[config.mk]
export PLATFORM = sky130hd
export DESIGN_NAME = echo_top
export DESIGN_NICKNAME = d
export VERILOG_FILES = /design/src/source/uart_pkg.sv /design/src/source/mem_pkg.sv /design/src/source/reset_sync.sv /design/src/source/uart_rx_writer.sv /design/src/source/uart_tx_reader.sv /design/src/source/mem_arbiter.sv /design/src/source/shared_ram.sv /design/src/source/echo_top.sv
export SDC_FILE = /design/constraint.sdc
export NUM_CORES = 1
export LEC_CHECK = 0
export BUFFER_PORTS_ARGS = -buffer_cell sky130_fd_sc_hd__buf_2
export CAP_MARGIN = 5
export CORE_ASPECT_RATIO = 1.25
export CORE_MARGIN = 2
export CORE_UTILIZATION = 40
export DETAILED_ROUTE_END_ITERATION = 10
export PLACE_DENSITY_LB_ADDON = 0.05
export SLEW_MARGIN = 20
export SYNTH_ARGS = -nofsm -noshare
export SYNTH_HDL_FRONTEND = slang
export SYNTH_HIERARCHICAL = 1
export SYNTH_SLANG_ARGS = --single-unit
[constraint.sdc]
create_clock -name i_clk -period 1.7 [get_ports i_clk]
set_input_delay 0.17 -clock i_clk [delete_from_list [all_inputs] [get_ports i_clk]]
set_output_delay 0.17 -clock i_clk [all_outputs]
set_load 0.02 [all_outputs]
[src/source/uart_pkg.sv]
package uart_pkg;

  // Serial bit period in system clocks
  localparam int CLKS_PER_BIT = 8;

  // 8N1 framing
  localparam int DATA_BITS = 8;

  // Start bit plus data bits plus stop bit
  localparam int FRAME_BITS = DATA_BITS + 2;

  // Offset from the start-bit edge to its middle
  localparam int HALF_BIT = CLKS_PER_BIT / 2;

  // Counter widths
  localparam int CNT_W = $clog2(CLKS_PER_BIT);
  localparam int BIT_W = $clog2(DATA_BITS);
  localparam int FRAME_W = $clog2(FRAME_BITS);

endpackage

[src/source/mem_pkg.sv]
package mem_pkg;

  // Buffer index width
  localparam int ADDR_W = 4;

  // Number of buffer entries
  localparam int DEPTH = 1 << ADDR_W;

  // Pointers carry one extra wrap bit so that full and empty differ
  localparam int PTR_W = ADDR_W + 1;

  // Payload width of one buffer entry
  localparam int DATA_W = 8;

  typedef logic [DATA_W-1:0] t_byte;

endpackage

[src/source/reset_sync.sv]
module reset_sync (
  input  logic i_clk,
  input  logic i_rst_n,
  input  logic i_pll_lock,
  output logic o_rst_n
);

  logic       arst_n;
  logic [1:0] sync_q;

  // Either the external reset or a lost PLL lock resets the core
  assign arst_n = i_rst_n & i_pll_lock;

  // Asserts at once and releases on the second clock edge
  always_ff @(posedge i_clk or negedge arst_n) begin
    if (!arst_n) begin
      sync_q <= '0;
    end else begin
      sync_q <= {sync_q[0], 1'b1};
    end
  end

  assign o_rst_n = sync_q[1];

  // Lock seen low on either of the last two edges keeps the core in reset
  a_lock_holds_reset: assert property (@(posedge i_clk)
    !$past(i_pll_lock) || !$past(i_pll_lock, 2) |-> !o_rst_n)
    else $error("internal reset released too early after PLL lock loss");

endmodule

[src/source/uart_rx_writer.sv]
module uart_rx_writer (
  input  logic                       i_clk,
  input  logic                       i_rst_n,
  input  logic                       i_rx,
  output logic                       o_wr_req,
  output logic [mem_pkg::ADDR_W-1:0] o_wr_addr,
  output mem_pkg::t_byte             o_wr_data,
  input  logic                       i_wr_gnt,
  input  logic [mem_pkg::PTR_W-1:0]  i_rd_ptr,
  output logic [mem_pkg::PTR_W-1:0]  o_wr_ptr,
  output logic                       o_overflow
);

  import uart_pkg::*;
  import mem_pkg::*;

  typedef enum logic [2:0] {
    RX_IDLE,
    RX_START,
    RX_DATA,
    RX_STOP,
    RX_WRITE
  } t_rx_state;

  t_rx_state        state;
  logic             rx_meta;
  logic             rx_sync;
  logic [CNT_W-1:0] clk_cnt;
  logic [BIT_W-1:0] bit_idx;
  t_byte            shift_q;
  logic [PTR_W-1:0] wr_ptr;
  logic             full;
  logic             bit_end;

  // Same index with different wrap bits means every entry is unread
  assign full = (wr_ptr[ADDR_W] != i_rd_ptr[ADDR_W]) &&
                (wr_ptr[ADDR_W-1:0] == i_rd_ptr[ADDR_W-1:0]);

  assign bit_end = (clk_cnt == CNT_W'(CLKS_PER_BIT - 1));

  // Input synchronizer idles at the mark level
  always_ff @(posedge i_clk or negedge i_rst_n) begin
    if (!i_rst_n) begin
      rx_meta <= 1'b1;
      rx_sync <= 1'b1;
    end else begin
      rx_meta <= i_rx;
      rx_sync <= rx_meta;
    end
  end

  always_ff @(posedge i_clk or negedge i_rst_n) begin
    if (!i_rst_n) begin
      state      <= RX_IDLE;
      clk_cnt    <= '0;
      bit_idx    <= '0;
      wr_ptr     <= '0;
      o_overflow <= 1'b0;
    end else begin
      o_overflow <= 1'b0;
      case (state)
        RX_IDLE: begin
          clk_cnt <= '0;
          if (!rx_sync) begin
            state <= RX_START;
          end
        end
        RX_START: begin
          if (clk_cnt == CNT_W'(HALF_BIT - 1)) begin
            clk_cnt <= '0;
            bit_idx <= '0;
            // Line high again at mid start bit is a glitch
            state   <= rx_sync ? RX_IDLE : RX_DATA;
          end else begin
            clk_cnt <= clk_cnt + 1'b1;
          end
        end
        RX_DATA: begin
          clk_cnt <= bit_end ? '0 : clk_cnt + 1'b1;
          if (bit_end) begin
            if (bit_idx == BIT_W'(DATA_BITS - 1)) begin
              state <= RX_STOP;
            end else begin
              bit_idx <= bit_idx + 1'b1;
            end
          end
        end
        RX_STOP: begin
          clk_cnt <= bit_end ? '0 : clk_cnt + 1'b1;
          if (bit_end) begin
            // Byte is complete at mid stop bit and is dropped if there is no room
            if (full) begin
              o_overflow <= 1'b1;
              state      <= RX_IDLE;
            end else begin
              state <= RX_WRITE;
            end
          end
        end
        RX_WRITE: begin
          if (i_wr_gnt) begin
            wr_ptr <= wr_ptr + 1'b1;
            state  <= RX_IDLE;
          end
        end
        default: state <= RX_IDLE;
      endcase
    end
  end

  // LSB arrives first
  always_ff @(posedge i_clk) begin
    if (state == RX_DATA && bit_end) begin
      shift_q <= {rx_sync, shift_q[DATA_BITS-1:1]};
    end
  end

  assign o_wr_req  = (state == RX_WRITE);
  assign o_wr_addr = wr_ptr[ADDR_W-1:0];
  assign o_wr_data = shift_q;
  assign o_wr_ptr  = wr_ptr;

  a_no_req_when_full: assert property (@(posedge i_clk) disable iff (!i_rst_n)
    $rose(o_wr_req) |-> !full)
    else $error("write request raised with a full buffer");

endmodule

[src/source/uart_tx_reader.sv]
module uart_tx_reader (
  input  logic                       i_clk,
  input  logic                       i_rst_n,
  output logic                       o_rd_req,
  output logic [mem_pkg::ADDR_W-1:0] o_rd_addr,
  input  logic                       i_rd_gnt,
  input  mem_pkg::t_byte             i_rd_data,
  input  logic [mem_pkg::PTR_W-1:0]  i_wr_ptr,
  output logic [mem_pkg::PTR_W-1:0]  o_rd_ptr,
  output logic                       o_tx,
  output logic [mem_pkg::PTR_W-1:0]  o_level
);

  import uart_pkg::*;
  import mem_pkg::*;

  typedef enum logic [1:0] {
    TX_IDLE,
    TX_FETCH,
    TX_WAIT,
    TX_SHIFT
  } t_tx_state;

  t_tx_state             state;
  logic [CNT_W-1:0]      clk_cnt;
  logic [FRAME_W-1:0]    bit_idx;
  logic [FRAME_BITS-1:0] shift_q;
  logic [PTR_W-1:0]      rd_ptr;
  logic [PTR_W-1:0]      level;
  logic                  bit_end;

  // Wrap bit makes the difference the true occupancy, 0 to DEPTH
  assign level   = i_wr_ptr - rd_ptr;
  assign bit_end = (clk_cnt == CNT_W'(CLKS_PER_BIT - 1));

  always_ff @(posedge i_clk or negedge i_rst_n) begin
    if (!i_rst_n) begin
      state   <= TX_IDLE;
      clk_cnt <= '0;
      bit_idx <= '0;
      rd_ptr  <= '0;
      // Line idles high
      shift_q <= '1;
    end else begin
      case (state)
        TX_IDLE: begin
          if (level != '0) begin
            state <= TX_FETCH;
          end
        end
        TX_FETCH: begin
          if (i_rd_gnt) begin
            state <= TX_WAIT;
          end
        end
        TX_WAIT: begin
          // Registered memory output is valid one cycle after the grant
          shift_q <= {1'b1, i_rd_data, 1'b0};
          clk_cnt <= '0;
          bit_idx <= '0;
          state   <= TX_SHIFT;
        end
        TX_SHIFT: begin
          clk_cnt <= bit_end ? '0 : clk_cnt + 1'b1;
          if (bit_end) begin
            shift_q <= {1'b1, shift_q[FRAME_BITS-1:1]};
            if (bit_idx == FRAME_W'(FRAME_BITS - 1)) begin
              // Entry is freed only after its stop bit
              rd_ptr <= rd_ptr + 1'b1;
              state  <= TX_IDLE;
            end else begin
              bit_idx <= bit_idx + 1'b1;
            end
          end
        end
        default: state <= TX_IDLE;
      endcase
    end
  end

  assign o_rd_req  = (state == TX_FETCH);
  assign o_rd_addr = rd_ptr[ADDR_W-1:0];
  assign o_rd_ptr  = rd_ptr;
  assign o_tx      = shift_q[0];
  assign o_level   = level;

  a_no_req_when_empty: assert property (@(posedge i_clk) disable iff (!i_rst_n)
    o_rd_req |-> level != '0)
    else $error("read request raised with an empty buffer");

endmodule

[src/source/mem_arbiter.sv]
module mem_arbiter (
  input  logic                       i_clk,
  input  logic                       i_rst_n,
  input  logic                       i_wr_req,
  input  logic [mem_pkg::ADDR_W-1:0] i_wr_addr,
  input  mem_pkg::t_byte             i_wr_data,
  output logic                       o_wr_gnt,
  input  logic                       i_rd_req,
  input  logic [mem_pkg::ADDR_W-1:0] i_rd_addr,
  output logic                       o_rd_gnt,
  output logic                       o_ram_we,
  output logic [mem_pkg::ADDR_W-1:0] o_ram_addr,
  output mem_pkg::t_byte             o_ram_wdata
);

  logic wr_gnt_d;
  logic rd_gnt_d;

  // Requests stay high through the grant cycle, so mask a repeat grant
  assign wr_gnt_d = i_wr_req & ~o_wr_gnt;
  // Writer wins any tie
  assign rd_gnt_d = i_rd_req & ~o_rd_gnt & ~wr_gnt_d;

  always_ff @(posedge i_clk or negedge i_rst_n) begin
    if (!i_rst_n) begin
      o_wr_gnt <= 1'b0;
      o_rd_gnt <= 1'b0;
    end else begin
      o_wr_gnt <= wr_gnt_d;
      o_rd_gnt <= rd_gnt_d;
    end
  end

  // Port belongs to the granted engine for exactly one cycle
  assign o_ram_we    = o_wr_gnt;
  assign o_ram_addr  = o_wr_gnt ? i_wr_addr : i_rd_addr;
  assign o_ram_wdata = i_wr_data;

  a_gnt_exclusive: assert property (@(posedge i_clk) disable iff (!i_rst_n)
    !(o_wr_gnt && o_rd_gnt))
    else $error("write and read grants in the same cycle");

  // Engines must hold the request level until the grant arrives
  a_wr_gnt_held: assert property (@(posedge i_clk) disable iff (!i_rst_n)
    o_wr_gnt |-> $past(i_wr_req) && i_wr_req)
    else $error("write grant without a held request");

  a_rd_gnt_held: assert property (@(posedge i_clk) disable iff (!i_rst_n)
    o_rd_gnt |-> $past(i_rd_req) && i_rd_req)
    else $error("read grant without a held request");

endmodule

[src/source/shared_ram.sv]
module shared_ram #(
  parameter type t_word = mem_pkg::t_byte
) (
  input  logic                       i_clk,
  input  logic                       i_we,
  input  logic [mem_pkg::ADDR_W-1:0] i_addr,
  input  t_word                      i_wdata,
  output t_word                      o_rdata
);

  import mem_pkg::*;

  t_word mem [DEPTH];

  // Single port that returns the old contents on a write cycle
  always_ff @(posedge i_clk) begin
    if (i_we) begin
      mem[i_addr] <= i_wdata;
    end
    o_rdata <= mem[i_addr];
  end

endmodule

[src/source/echo_top.sv]
module echo_top (
  input  logic                      i_clk,
  input  logic                      i_rst_n,
  input  logic                      i_pll_lock,
  input  logic                      i_uart_rd,
  output logic                      o_uart_td,
  output logic                      o_overflow,
  output logic [mem_pkg::PTR_W-1:0] o_led
);

  import mem_pkg::*;

  logic              rst_n_sync;

  // Engine to arbiter
  logic              wr_req;
  logic [ADDR_W-1:0] wr_addr;
  t_byte             wr_data;
  logic              wr_gnt;
  logic              rd_req;
  logic [ADDR_W-1:0] rd_addr;
  logic              rd_gnt;

  // Arbiter to memory
  logic              ram_we;
  logic [ADDR_W-1:0] ram_addr;
  t_byte             ram_wdata;
  t_byte             ram_rdata;

  // Pointer exchange between the engines
  logic [PTR_W-1:0]  wr_ptr;
  logic [PTR_W-1:0]  rd_ptr;

  reset_sync rst0 (
    .i_clk      (i_clk),
    .i_rst_n    (i_rst_n),
    .i_pll_lock (i_pll_lock),
    .o_rst_n    (rst_n_sync)
  );

  uart_rx_writer rx0 (
    .i_clk      (i_clk),
    .i_rst_n    (rst_n_sync),
    .i_rx       (i_uart_rd),
    .o_wr_req   (wr_req),
    .o_wr_addr  (wr_addr),
    .o_wr_data  (wr_data),
    .i_wr_gnt   (wr_gnt),
    .i_rd_ptr   (rd_ptr),
    .o_wr_ptr   (wr_ptr),
    .o_overflow (o_overflow)
  );

  uart_tx_reader tx0 (
    .i_clk     (i_clk),
    .i_rst_n   (rst_n_sync),
    .o_rd_req  (rd_req),
    .o_rd_addr (rd_addr),
    .i_rd_gnt  (rd_gnt),
    .i_rd_data (ram_rdata),
    .i_wr_ptr  (wr_ptr),
    .o_rd_ptr  (rd_ptr),
    .o_tx      (o_uart_td),
    .o_level   (o_led)
  );

  mem_arbiter arb0 (
    .i_clk       (i_clk),
    .i_rst_n     (rst_n_sync),
    .i_wr_req    (wr_req),
    .i_wr_addr   (wr_addr),
    .i_wr_data   (wr_data),
    .o_wr_gnt    (wr_gnt),
    .i_rd_req    (rd_req),
    .i_rd_addr   (rd_addr),
    .o_rd_gnt    (rd_gnt),
    .o_ram_we    (ram_we),
    .o_ram_addr  (ram_addr),
    .o_ram_wdata (ram_wdata)
  );

  shared_ram #(
    .t_word (t_byte)
  ) ram0 (
    .i_clk   (i_clk),
    .i_we    (ram_we),
    .i_addr  (ram_addr),
    .i_wdata (ram_wdata),
    .o_rdata (ram_rdata)
  );

endmodule

==> key figures, run 1 <==
Outcome
  – Status: finished with violations
  – Failing checks: negative setup slack

Route
  – First-iteration detailed-routing DRC count: 234
  – DRT antenna net count: 0
  – Wire per inst: 20.2 µm
  – DRC: 0
  – Vias post-DR: 4255
  – DR pass1 iterations: 5
  – Routed WL: ~17000 µm
  – Vias per cell: 5.11

Timing
  – Fin crit share: 139%
  – Final setup viols: 142
  – Unrepaired setup endpoints after global routing: true
  – Hold Vio Cnt, Final: 0
  – Max transition margin: 51.9%
  – Final Critical Period: 2370 ps
  – Fmax: 0.422 GHz
  – Slew of the pin with the lowest slew margin: 721 ps
  – Final worst slack: -671 ps
  – Worst Skew: 6.83 ps
  – Slew Viols, Final: 0
  – WHS: 159 ps

Finish
  – Fin nets: just under 600
  – Filler cells: 1617
  – P&R area growth vs syn: 26.9%
  – Layout cell share with drive strength beyond 1: 41.0%
  – Number of diodes: 0
  – Post-Layout Cell Count: 833

Yosys
  – Yosys top cell area share: 51.2%
  – Post-synth EDFFs: 136
  – Async SR Flop Fraction: 23.4%
  – FF+latch count, synth: 188
  – Syn avg cell area: 16.5 µm²
  – Ys flop type: edfxtp_1
  – Register area share after synthesis: between 60% and 70%
  – Synth area leaders: edfxtp_1 (51%), dfrtp_1 (10%), mux4_2 (9.0%)
  – Dominant cell type by area after synthesis: edfxtp_1
  – Synth warn: 6
  – Net count after synthesis: slightly above 500
  – Cell variety after synth: 57
  – Mapped cell area: 7970 µm²
  – Most numerous cell in the Yosys netlist: edfxtp_1
  – Syn Inst Count: 482
  – Top cells by count, synth: edfxtp_1 (136), dfrtp_1 (33), mux4_2 (32), nand2_1 (23), ha_1 (20)

Worst hold path
  – Hold Path Class: input port to async pin

Clock tree
  – Clock Sinks: 188
  – CTS Buf Count: 17
  – Reg clk slew, reported paths: 70 ps
  – Max clock buf depth: 2
  – Skew-Pair Late Insertion Delay: about 420 ps
  – CTS root buf: clkbuf_16
  – TritonCTS clock tree: yes
  – H-tree depth: 4

Placed design
  – Inst Count DP: 783
  – Dpl ws: -743 ps
  – PortBufs: 10
  – Final Wtd Congestion: 0.745
  – Final HPWL DP: 10700 µm

Global route
  – Largest net degree at the start of global routing: 43
  – GRT Util Overall: 17.1%
  – First-pass GRT wire length: 26000 µm
  – Initial antenna violation count: 0
  – Number of global-route vias before repair: 4475
  – Grt ovf: 0

Critical path
  – RR Startpoint: rx0/o_wr_ptr[0]
  – Critical path startpoint category: flop
  – Critical Path AT: 2680 ps
  – Slowest-stage cell, CP: or4b_4
  – Crit Reg-Reg Endpoint: tx0/state[1]
  – Worst path most repeated cell: inv_2
  – Worst path bufs/invs: 2
  – Critical path depth: 8
  – Crit Path Class: flop to flop
  – Critical Path RT: 2010 ps
  – Crit-path max cell delay: 490 ps
  – Crit. End Element: flop
  – Family with the most delay on the worst path: adder cells
  – R2r worst-path depth: 8
  – Crit-path cells: inv_2 -> ha_4 -> inv_2 -> fa_2 -> xor2_4 -> or4b_4 -> o31ai_4 -> mux2_4
  – Worst setup endpoint: tx0/state[1]
  – Max FO, Critical Path: 2
  – Flop2flop setup slack: -670 ps
  – Worst setup path start: rx0/o_wr_ptr[0]

Floorplan
  – Full die area: about 21000 µm²
  – Ports: 11
  – Die span in x: 130 µm
  – Die Height: 162 µm
  – Num rows: 57
  – Core area: 19500 µm²
  – Initial core utilization: 40.9%

Power
  – Maximum vdd drop: 846 µV
  – P per Cell Area: roughly 960 nW/µm²
  – LEAKAGE: 3.61 nW
  – Total power draw: 9.73 mW

Job
  – Max cap viols: 0
## placed cells by master (no fill, tap or decap), drive strengths merged, types with 3 or more instances in the layout
cell / synthesis / final
a211oi: 9 / 9
a21oi: 13 / 13
a22o: 3 / 3
a22oi: 16 / 16
and2: 3 / 3
and3: 4 / 4
buf: 29 / 88
clkbuf: 8 / 17
clkinvlp: 0 / 7
dfrtp: 33 / 33
dfstp: 11 / 11
dfxtp: 8 / 8
dlygate4sd3: 0 / 3
edfxtp: 136 / 136
ha: 20 / 20
inv: 13 / 18
mux2: 11 / 11
mux2i: 12 / 12
mux4: 32 / 32
nand2: 23 / 23
nand2b: 3 / 3
nand3: 3 / 3
nand3b: 3 / 3
nand4: 5 / 5
nor2: 20 / 20
nor2b: 12 / 12
nor3: 6 / 6
nor3b: 3 / 3
o21ai: 4 / 4
xnor2: 11 / 11
xor2: 9 / 9
## routing by layer
layer | vias up | share of wire [%] | track usage, %
li1 | 1962 | - | -
met1 | 2236 | 42 | 21.3
met2 | 45 | 54 | 30.7
met3 | 12 | 2.1 | 3.06
met4 | 0 | 1.2 | 4.45
met5 | - | 0 | 0
## layout make-up
| class | instances | area (µm²) | area share (%) |
|---|---|---|---|
| clock inverters | 15 | 139 | 1.37 |
| flip-flops and latches | 188 | 5360 | 53.0 |
| multi-input cells | 244 | 2690 | 26.6 |
| inverters | 13 | 48.8 | 0.482 |
| well taps | 265 | 332 | 3.28 |
| repair buffers | 91 | 1120 | 11.1 |
| clock buffers | 17 | 425 | 4.21 |
## power by group
group          total [mW]  internal, mW  switching, mW
combinational       0.785         0.438          0.348
clock                3.80          2.04           1.76
sequential           5.14          4.99          0.142
total                9.73          7.47           2.25
## cell families (layout without fill, tap and decap cells)
group | after synthesis | after routing | share of synthesized area [%]
xor gates and xnor gates | 20 | 20 | 2.20
other | 1 | 1 | 0.0470
buffers and inverters | 50 | 136 | 3.66
DFF | 188 | 188 | 67.2
muxes | 55 | 55 | 12.1
AOI/OAI and AO/OA | 53 | 53 | 4.83
and+or+nand+nor | 94 | 94 | 6.56
adders and majority gates | 21 | 21 | 3.39
## registers in the layout (all words and copies together), names as in the netlist, 2 cells and up
register       flops
ram0/mem         128
tx0/shift_q        9
ram0/o_rdata       8
rx0/o_wr_data      8
rx0/o_wr_ptr       5
tx0/o_rd_ptr       5
tx0/bit_idx        4
rx0/bit_idx        3
rx0/clk_cnt        3
rx0/state          3
tx0/clk_cnt        3
rst0/sync_q        2
tx0/state          2
## what timing repair did
action,4_1_cts,5_1_grt
cloned,5,0
endpoints found under the hold margin,3,0
buffers inserted,9,5
pin swaps,22,14
hold buffers,3,0
endpoints found under the setup margin,142,144
gates resized for setup,36,18
## through the flow
| step | utilization [%] | TNS [ps] | cell area [µm²] |
|---|---|---|---|
| finish | 52.0 | -40880 | 10100 |
| global route | 52.0 | -47400 | 10100 |
| CTS | 51.5 | -40400 | 10000 |
| detailed placement | 46.6 | -35130 | 9070 |
| global placement | 46.6 | -34390 | 9070 |
| floorplan | - | -14820 | 8220 |
## tightest hold or removal path, cell delays in order
cell and delay, ps:
buf_2 70, and2_1 100, dlygate4sd3_1 570
## worst min-delay path by stage
| stage | end | depth (start not counted) | slack, ps |
|---|---|---|---|
| global route | rst0/sync_q[0] | 3 | 150 |
| floorplan | rst0/sync_q[0] | 1 | -20 |
| CTS | rst0/sync_q[0] | 3 | 150 |
| global placement | rst0/sync_q[0] | 2 | 60 |
| finish | rst0/sync_q[0] | 3 | 160 |
| detailed placement | rst0/sync_q[0] | 2 | 60 |
No activity file was read; power rests on OpenSTA's default activity.
==> inputs of run 2 (changes only) <==
--- a/config.mk
+++ b/config.mk
@@ -17,3 +17,4 @@
 export SYNTH_HDL_FRONTEND = slang
 export SYNTH_HIERARCHICAL = 1
 export SYNTH_SLANG_ARGS = --single-unit
+export TNS_END_PERCENT = 1
==> run 2 against run 1 <==
Against the previous run:
- the run still ends with negative setup slack left
- global-route usage down 1.2 points
- first-iteration DRC count up 24%
- clock skew up 3.0 ps
- wire length down 8.0%
- final area down 6.2%
- setup slack worse by 31 ps
- count of clock-buffer cells in the layout up 1
- critical path type unchanged
- critical endpoint unchanged
- largest cell class unchanged
- largest power group unchanged
==> key figures, run 2 (synthesis results as in run 1) <==
Finish
  – Most flops, register: ram0/mem
  – P&R area growth vs syn: 19.1%
  – Filler cells: roughly 1700
  – Number of diodes: 0
  – Register area: 5360 µm²
  – Largest registers: ram0/mem: 128 flops, tx0/shift_q: 9 flops
  – Multi-input gate area: 2480 µm²
  – Most common cell after layout, fill and taps aside: edfxtp_1
  – Post-Layout Cell Count: 821
  – Fin nets: 568
  – Most frequent cells in the layout: edfxtp_1 (136), buf_4 (43), mux4_2 (32), dfrtp_1 (31), nand2_1 (23)
  – Layout cell share with drive strength beyond 1: 34.5%
  – Max reg flops: 128

Route
  – DRC: 0
  – WL met2: 8410 µm
  – Routed WL: 15500 µm
  – First-iteration detailed-routing DRC count: 290
  – Vias post-DR: approximately 4100
  – Met1 wire length: approximately 6400 µm
  – Uppermost layer routed: met4
  – Wire per inst: approximately 19 µm
  – WL met3: 289 µm
  – DR pass1 iterations: 4
  – Vias per cell: 5.05
  – DRT antenna net count: 0

Placed design
  – Final Wtd Congestion: 0.766
  – Inst Count DP: about 800
  – PortBufs: 10
  – Final HPWL DP: around 11000 µm

Power
  – LEAKAGE: 3.49 nW
  – Maximum vdd drop: 603 µV
  – Total power draw: a little under 10 mW
  – P per Cell Area: approximately 1000 nW/µm²

Timing
  – Setup TNS: -21240 ps
  – Final setup viols: 142
  – Slew Viols, Final: 0
  – Worst Skew: 9.86 ps
  – Slew of the pin with the lowest slew margin: 648 ps
  – Max transition margin: 56.8%
  – Unrepaired setup endpoints after global routing: true
  – Final Critical Period: roughly 2400 ps
  – Fmax: 0.416 GHz
  – Final worst slack: -702 ps
  – Hold Vio Cnt, Final: 0
  – Fin crit share: 141%

Clock tree
  – H-tree depth: 4
  – Max clock buf depth: 2
  – CTS root buf: clkbuf_16
  – CTS Buf Count: 17
  – TritonCTS clock tree: yes
  – Clock Sinks: roughly 190
  – Reg clk slew, reported paths: about 70 ps
  – Skew-Pair Late Insertion Delay: between 400 and 500 ps

Global route
  – Initial antenna violation count: 0
  – Grt ovf: 0
  – First-pass GRT wire length: 24500 µm
  – Number of global-route vias before repair: 4496
  – GRT Util Overall: 16.0%
  – Largest net degree at the start of global routing: 43

Floorplan
  – Initial core utilization: 40.9%
  – Full die area: around 21000 µm²
  – Num rows: 57
  – Die span in x: 130 µm
  – Ports: 11
  – Core area: 19500 µm²
  – Die Height: 162 µm

Critical path
  – Slowest-stage cell, CP: or4b_4
  – Critical Path AT: 2700 ps
  – Worst path most repeated cell: inv_1
  – Crit Path Class: flop to flop
  – Crit-path cells: inv_1 -> ha_1 -> inv_1 -> fa_2 -> xor2_2 -> or4b_4 -> o31ai_4 -> mux2_1
  – Critical Path RT: 2000 ps
  – Critical path startpoint category: flop
  – Crit-path max cell delay: 490 ps
  – Crit. End Element: flop
  – Max FO, Critical Path: 2

Job
  – Max cap viols: 0

Outcome
  – Failing checks: negative setup slack
  – Status: finished with violations

Worst hold path
  – Hold Path Class: input port to async pin
[run 2: area by class of cell]
cell class                      count  area share [%]
Timing Repair Buffer               79            7.38
Inverter                           13           0.514
Clock inverter                     14            1.50
Tap cell                          265            3.49
Sequential cell                   188            56.5
Clock buffer                       18            4.52
Multi-Input combinational cell    244            26.1
[run 2: stage by stage]
stage / util [%] / instance area [µm²] / setup WS (ps) / hold slack [ps]
final: 48.8 / 9490 / -702 / 172
after floorplan: - / 7980 / -910 / -23.7
after CTS: 48.4 / 9430 / -742 / 151
after global routing: 48.8 / 9490 / -799 / 176
after global placement: 44.4 / 8650 / -669 / 55.9
after detailed placement: 44.4 / 8650 / -736 / 63.1
[run 2: worst paths after layout]
kind	slack [ps]	start	end	depth (start not counted)
worst max-delay path	-700	rx0/o_wr_ptr[0]	tx0/state[1]	8
worst min-delay path	170	i_rst_n	rst0/sync_q[0]	3
worst max register to register	-700	rx0/o_wr_ptr[0]	tx0/state[1]	8
worst min register to register	230	rst0/sync_q[1]	rx0/bit_idx[2]	1
max in group asynchronous	860	i_pll_lock	rst0/sync_q[1]	4
min in group i_clk	360	rst0/sync_q[0]	rst0/sync_q[1]	0
[run 2: worst max-delay path: cells and delay by family (launching register included)]
family | cells | cell delay (ps)
adder cells (fa/ha/maj) | 2 | 530
AND/OR/NAND/NOR | 1 | 490
flip-flops | 1 | 380
multiplexers | 1 | 340
AO/OA/AOI/OAI | 1 | 240
XOR/XNOR | 1 | 190
buffers and inverters | 2 | 120
[run 2: metal layers]
layer,up-vias,track usage (%)
met5,-,0
met4,0,5.87
met3,22,3.49
met2,39,28.3
met1,2143,18.9
li1,1939,-
[run 2: power breakdown]
group / switching (mW) / internal, mW / total [mW] / leakage [nW]
clock: 1.65 / 2.17 / 3.81 / 0.278
combinational: 0.395 / 0.439 / 0.834 / 1.36
sequential: 0.117 / 5.00 / 5.11 / 1.85
[run 2: repair_timing]
action | in CTS | in global routing
pin swaps | 8 | 1
gates resized for setup | 43 | 15
hold buffers | 3 | 0
hold endpoints to repair | 3 | 0
endpoints found under the setup margin | 142 | 142
buffers inserted | 1 | 0
==> inputs of run 3 (changes only) <==
--- a/config.mk
+++ b/config.mk
@@ -7,7 +7,7 @@
 export LEC_CHECK = 0
 export BUFFER_PORTS_ARGS = -buffer_cell sky130_fd_sc_hd__buf_2
 export CAP_MARGIN = 5
-export CORE_ASPECT_RATIO = 1.25
+export CORE_ASPECT_RATIO = 0.7
 export CORE_MARGIN = 2
 export CORE_UTILIZATION = 40
 export DETAILED_ROUTE_END_ITERATION = 10
==> run 3 against run 2 <==
Against the previous run:
- clock power is 11% higher
- critical path type unchanged
- sequential share of layout area decreased by 0.53 points
- die area about the same
- final area rose by 0.95%
- the run still ends with negative setup slack left
- utilization is 0.091 points lower
==> key figures, run 3 (synthesis results as in run 1) <==
Global route
  – Initial antenna violation count: 0
  – Grt ovf: 0
  – Largest net degree at the start of global routing: 43
  – Number of global-route vias before repair: 4218
  – GRT Util Overall: 16.2%
  – First-pass GRT wire length: 25000 µm
  – Grt met2 use: roughly 22%
  – Most used routing layer in global routing: met1
  – M3 GR Usage: between 3 and 4%
  – GR Layer Usage met1: 25.6%

Clock tree
  – Setup bufs post-CTS: 0
  – H-tree depth: 4
  – CTS root buf: clkbuf_16
  – Skew-Pair Late Insertion Delay: around 430 ps
  – CTS Buf Count: 17
  – Max clock buf depth: 2
  – Clock Sinks: 188
  – TritonCTS clock tree: yes
  – Reg clk slew, reported paths: around 80 ps

Floorplan
  – Initial core utilization: 40.5%
  – Num rows: 43
  – Die Height: 122 µm
  – Die span in x: 173 µm
  – Core area: 19700 µm²
  – Full die area: 21100 µm²
  – Ports: 11

Finish
  – Most frequent cells in the layout: edfxtp_1 (136), buf_4 (46), mux4_2 (32), dfrtp_1 (31), nand2_1 (21)
  – Register area: 5360 µm²
  – Multi-input gate area: 2500 µm²
  – Layout cell share with drive strength beyond 1: 35.8%
  – Most common cell after layout, fill and taps aside: edfxtp_1
  – P&R area growth vs syn: 20.2%
  – Filler cells: 1698
  – Post-Layout Cell Count: around 830
  – Number of diodes: 0
  – Largest registers: ram0/mem: 128 flops, tx0/shift_q: 9 flops
  – Most flops, register: ram0/mem
  – Fin nets: 568
  – Max reg flops: approximately 130

Route
  – Vias per cell: between 5 and 6
  – DR pass1 iterations: 4
  – DRC: 0
  – Routed WL: 16100 µm
  – Wire per inst: 19.5 µm
  – Vias post-DR: ~4100
  – DRT antenna net count: 0
  – First-iteration detailed-routing DRC count: 237

Placed design
  – Final HPWL DP: approximately 11000 µm
  – PortBufs: 10
  – Inst Count DP: 791
  – Dpl ws: -733 ps
  – Final Wtd Congestion: 0.736

Critical path
  – Critical Path RT: around 2000 ps
  – Slowest-stage cell, CP: or4b_4
  – Crit-path max cell delay: 500 ps
  – Critical Path AT: 2670 ps
  – Worst path most repeated cell: inv_1
  – Crit-path cells: inv_1 -> ha_1 -> inv_1 -> fa_2 -> xor2_2 -> or4b_4 -> o31ai_4 -> mux2_1
  – Crit Path Class: flop to flop
  – Critical path startpoint category: flop
  – Max FO, Critical Path: 2
  – Crit. End Element: flop
  – R2r worst-path depth: 8

Timing
  – Final setup viols: around 140
  – Final Critical Period: 2350 ps
  – Worst Skew: about 14 ps
  – Slew of the pin with the lowest slew margin: around 700 ps
  – Hold Vio Cnt, Final: 0
  – Unrepaired setup endpoints after global routing: true
  – Setup TNS: -20750 ps
  – Fmax: 0.425 GHz
  – Fin crit share: 138%
  – Final worst slack: -650 ps
  – WHS: about 170 ps
  – Slew Viols, Final: 0
  – Max transition margin: 53.5%

Outcome
  – Failing checks: negative setup slack
  – Status: finished with violations

Power
  – Total power draw: 10.2 mW
  – Maximum vdd drop: 613 µV
  – LEAKAGE: 3.52 nW
  – P per Cell Area: 1060 nW/µm²

Worst hold path
  – Hold Path Class: input port to async pin

Job
  – Max cap viols: 0
## run 3: final timing paths
check                           slack, ps        endpoint            start
worst max register to register       -650    tx0/state[1]  rx0/o_wr_ptr[0]
worst min-delay path                  170  rst0/sync_q[0]          i_rst_n
worst min register to register        350    rx0/state[1]   rst0/sync_q[1]
max in group asynchronous             840  rst0/sync_q[1]       i_pll_lock
min in group i_clk                    360     rx0/rx_sync      rx0/rx_meta
worst max-delay path                 -650    tx0/state[1]  rx0/o_wr_ptr[0]
## run 3: metal layers
| layer | vias up | part of all wire [%] |
|---|---|---|
| li1 | 1950 | - |
| met1 | 2137 | 53 |
| met5 | - | 0 |
| met4 | 0 | 0.57 |
| met3 | 6 | 5.3 |
| met2 | 54 | 41 |
## run 3: area by class of cell
| type | instances | area share, % |
|---|---|---|
| clock buffers | 20 | 5.11 |
| clock inverters | 12 | 1.46 |
| flip-flops and latches | 188 | 55.9 |
| inverters | 13 | 0.509 |
| repair buffers | 79 | 7.39 |
| multi-input cells | 244 | 26.1 |
| well taps | 270 | 3.53 |
## run 3: critical path: cells and delay by family (launching register included)
kind / cells / cell delay (ps)
adder cells (fa/ha/maj): 2 / 510
AND/OR/NAND/NOR: 1 / 500
flip-flops: 1 / 390
multiplexers: 1 / 340
AO/OA/AOI/OAI: 1 / 210
XOR/XNOR: 1 / 190
buffers and inverters: 2 / 110
## run 3: power by group
| group | internal [mW] | switching (mW) | leakage, nW |
|---|---|---|---|
| Clock | 2.42 | 1.80 | 0.315 |
| Sequential | 4.99 | 0.124 | 1.85 |
| Combinational | 0.434 | 0.385 | 1.35 |
## run 3: repair_timing
item / in CTS / in global routing
setup endpoints to repair: 142 / 146
hold endpoints to repair: 3 / 0
pin swaps: 9 / 3
gates resized for setup: 43 / 18
hold buffers: 3 / 0
## run 3: per-stage QoR
| stage | cell area (µm²) | util, % |
|---|---|---|
| global placement | 8670 | 44.1 |
| finish | 9580 | 48.7 |
| detailed placement | 8670 | 44.1 |
| CTS | 9510 | 48.3 |
| floorplan | 7980 | - |
| global route | 9580 | 48.7 |
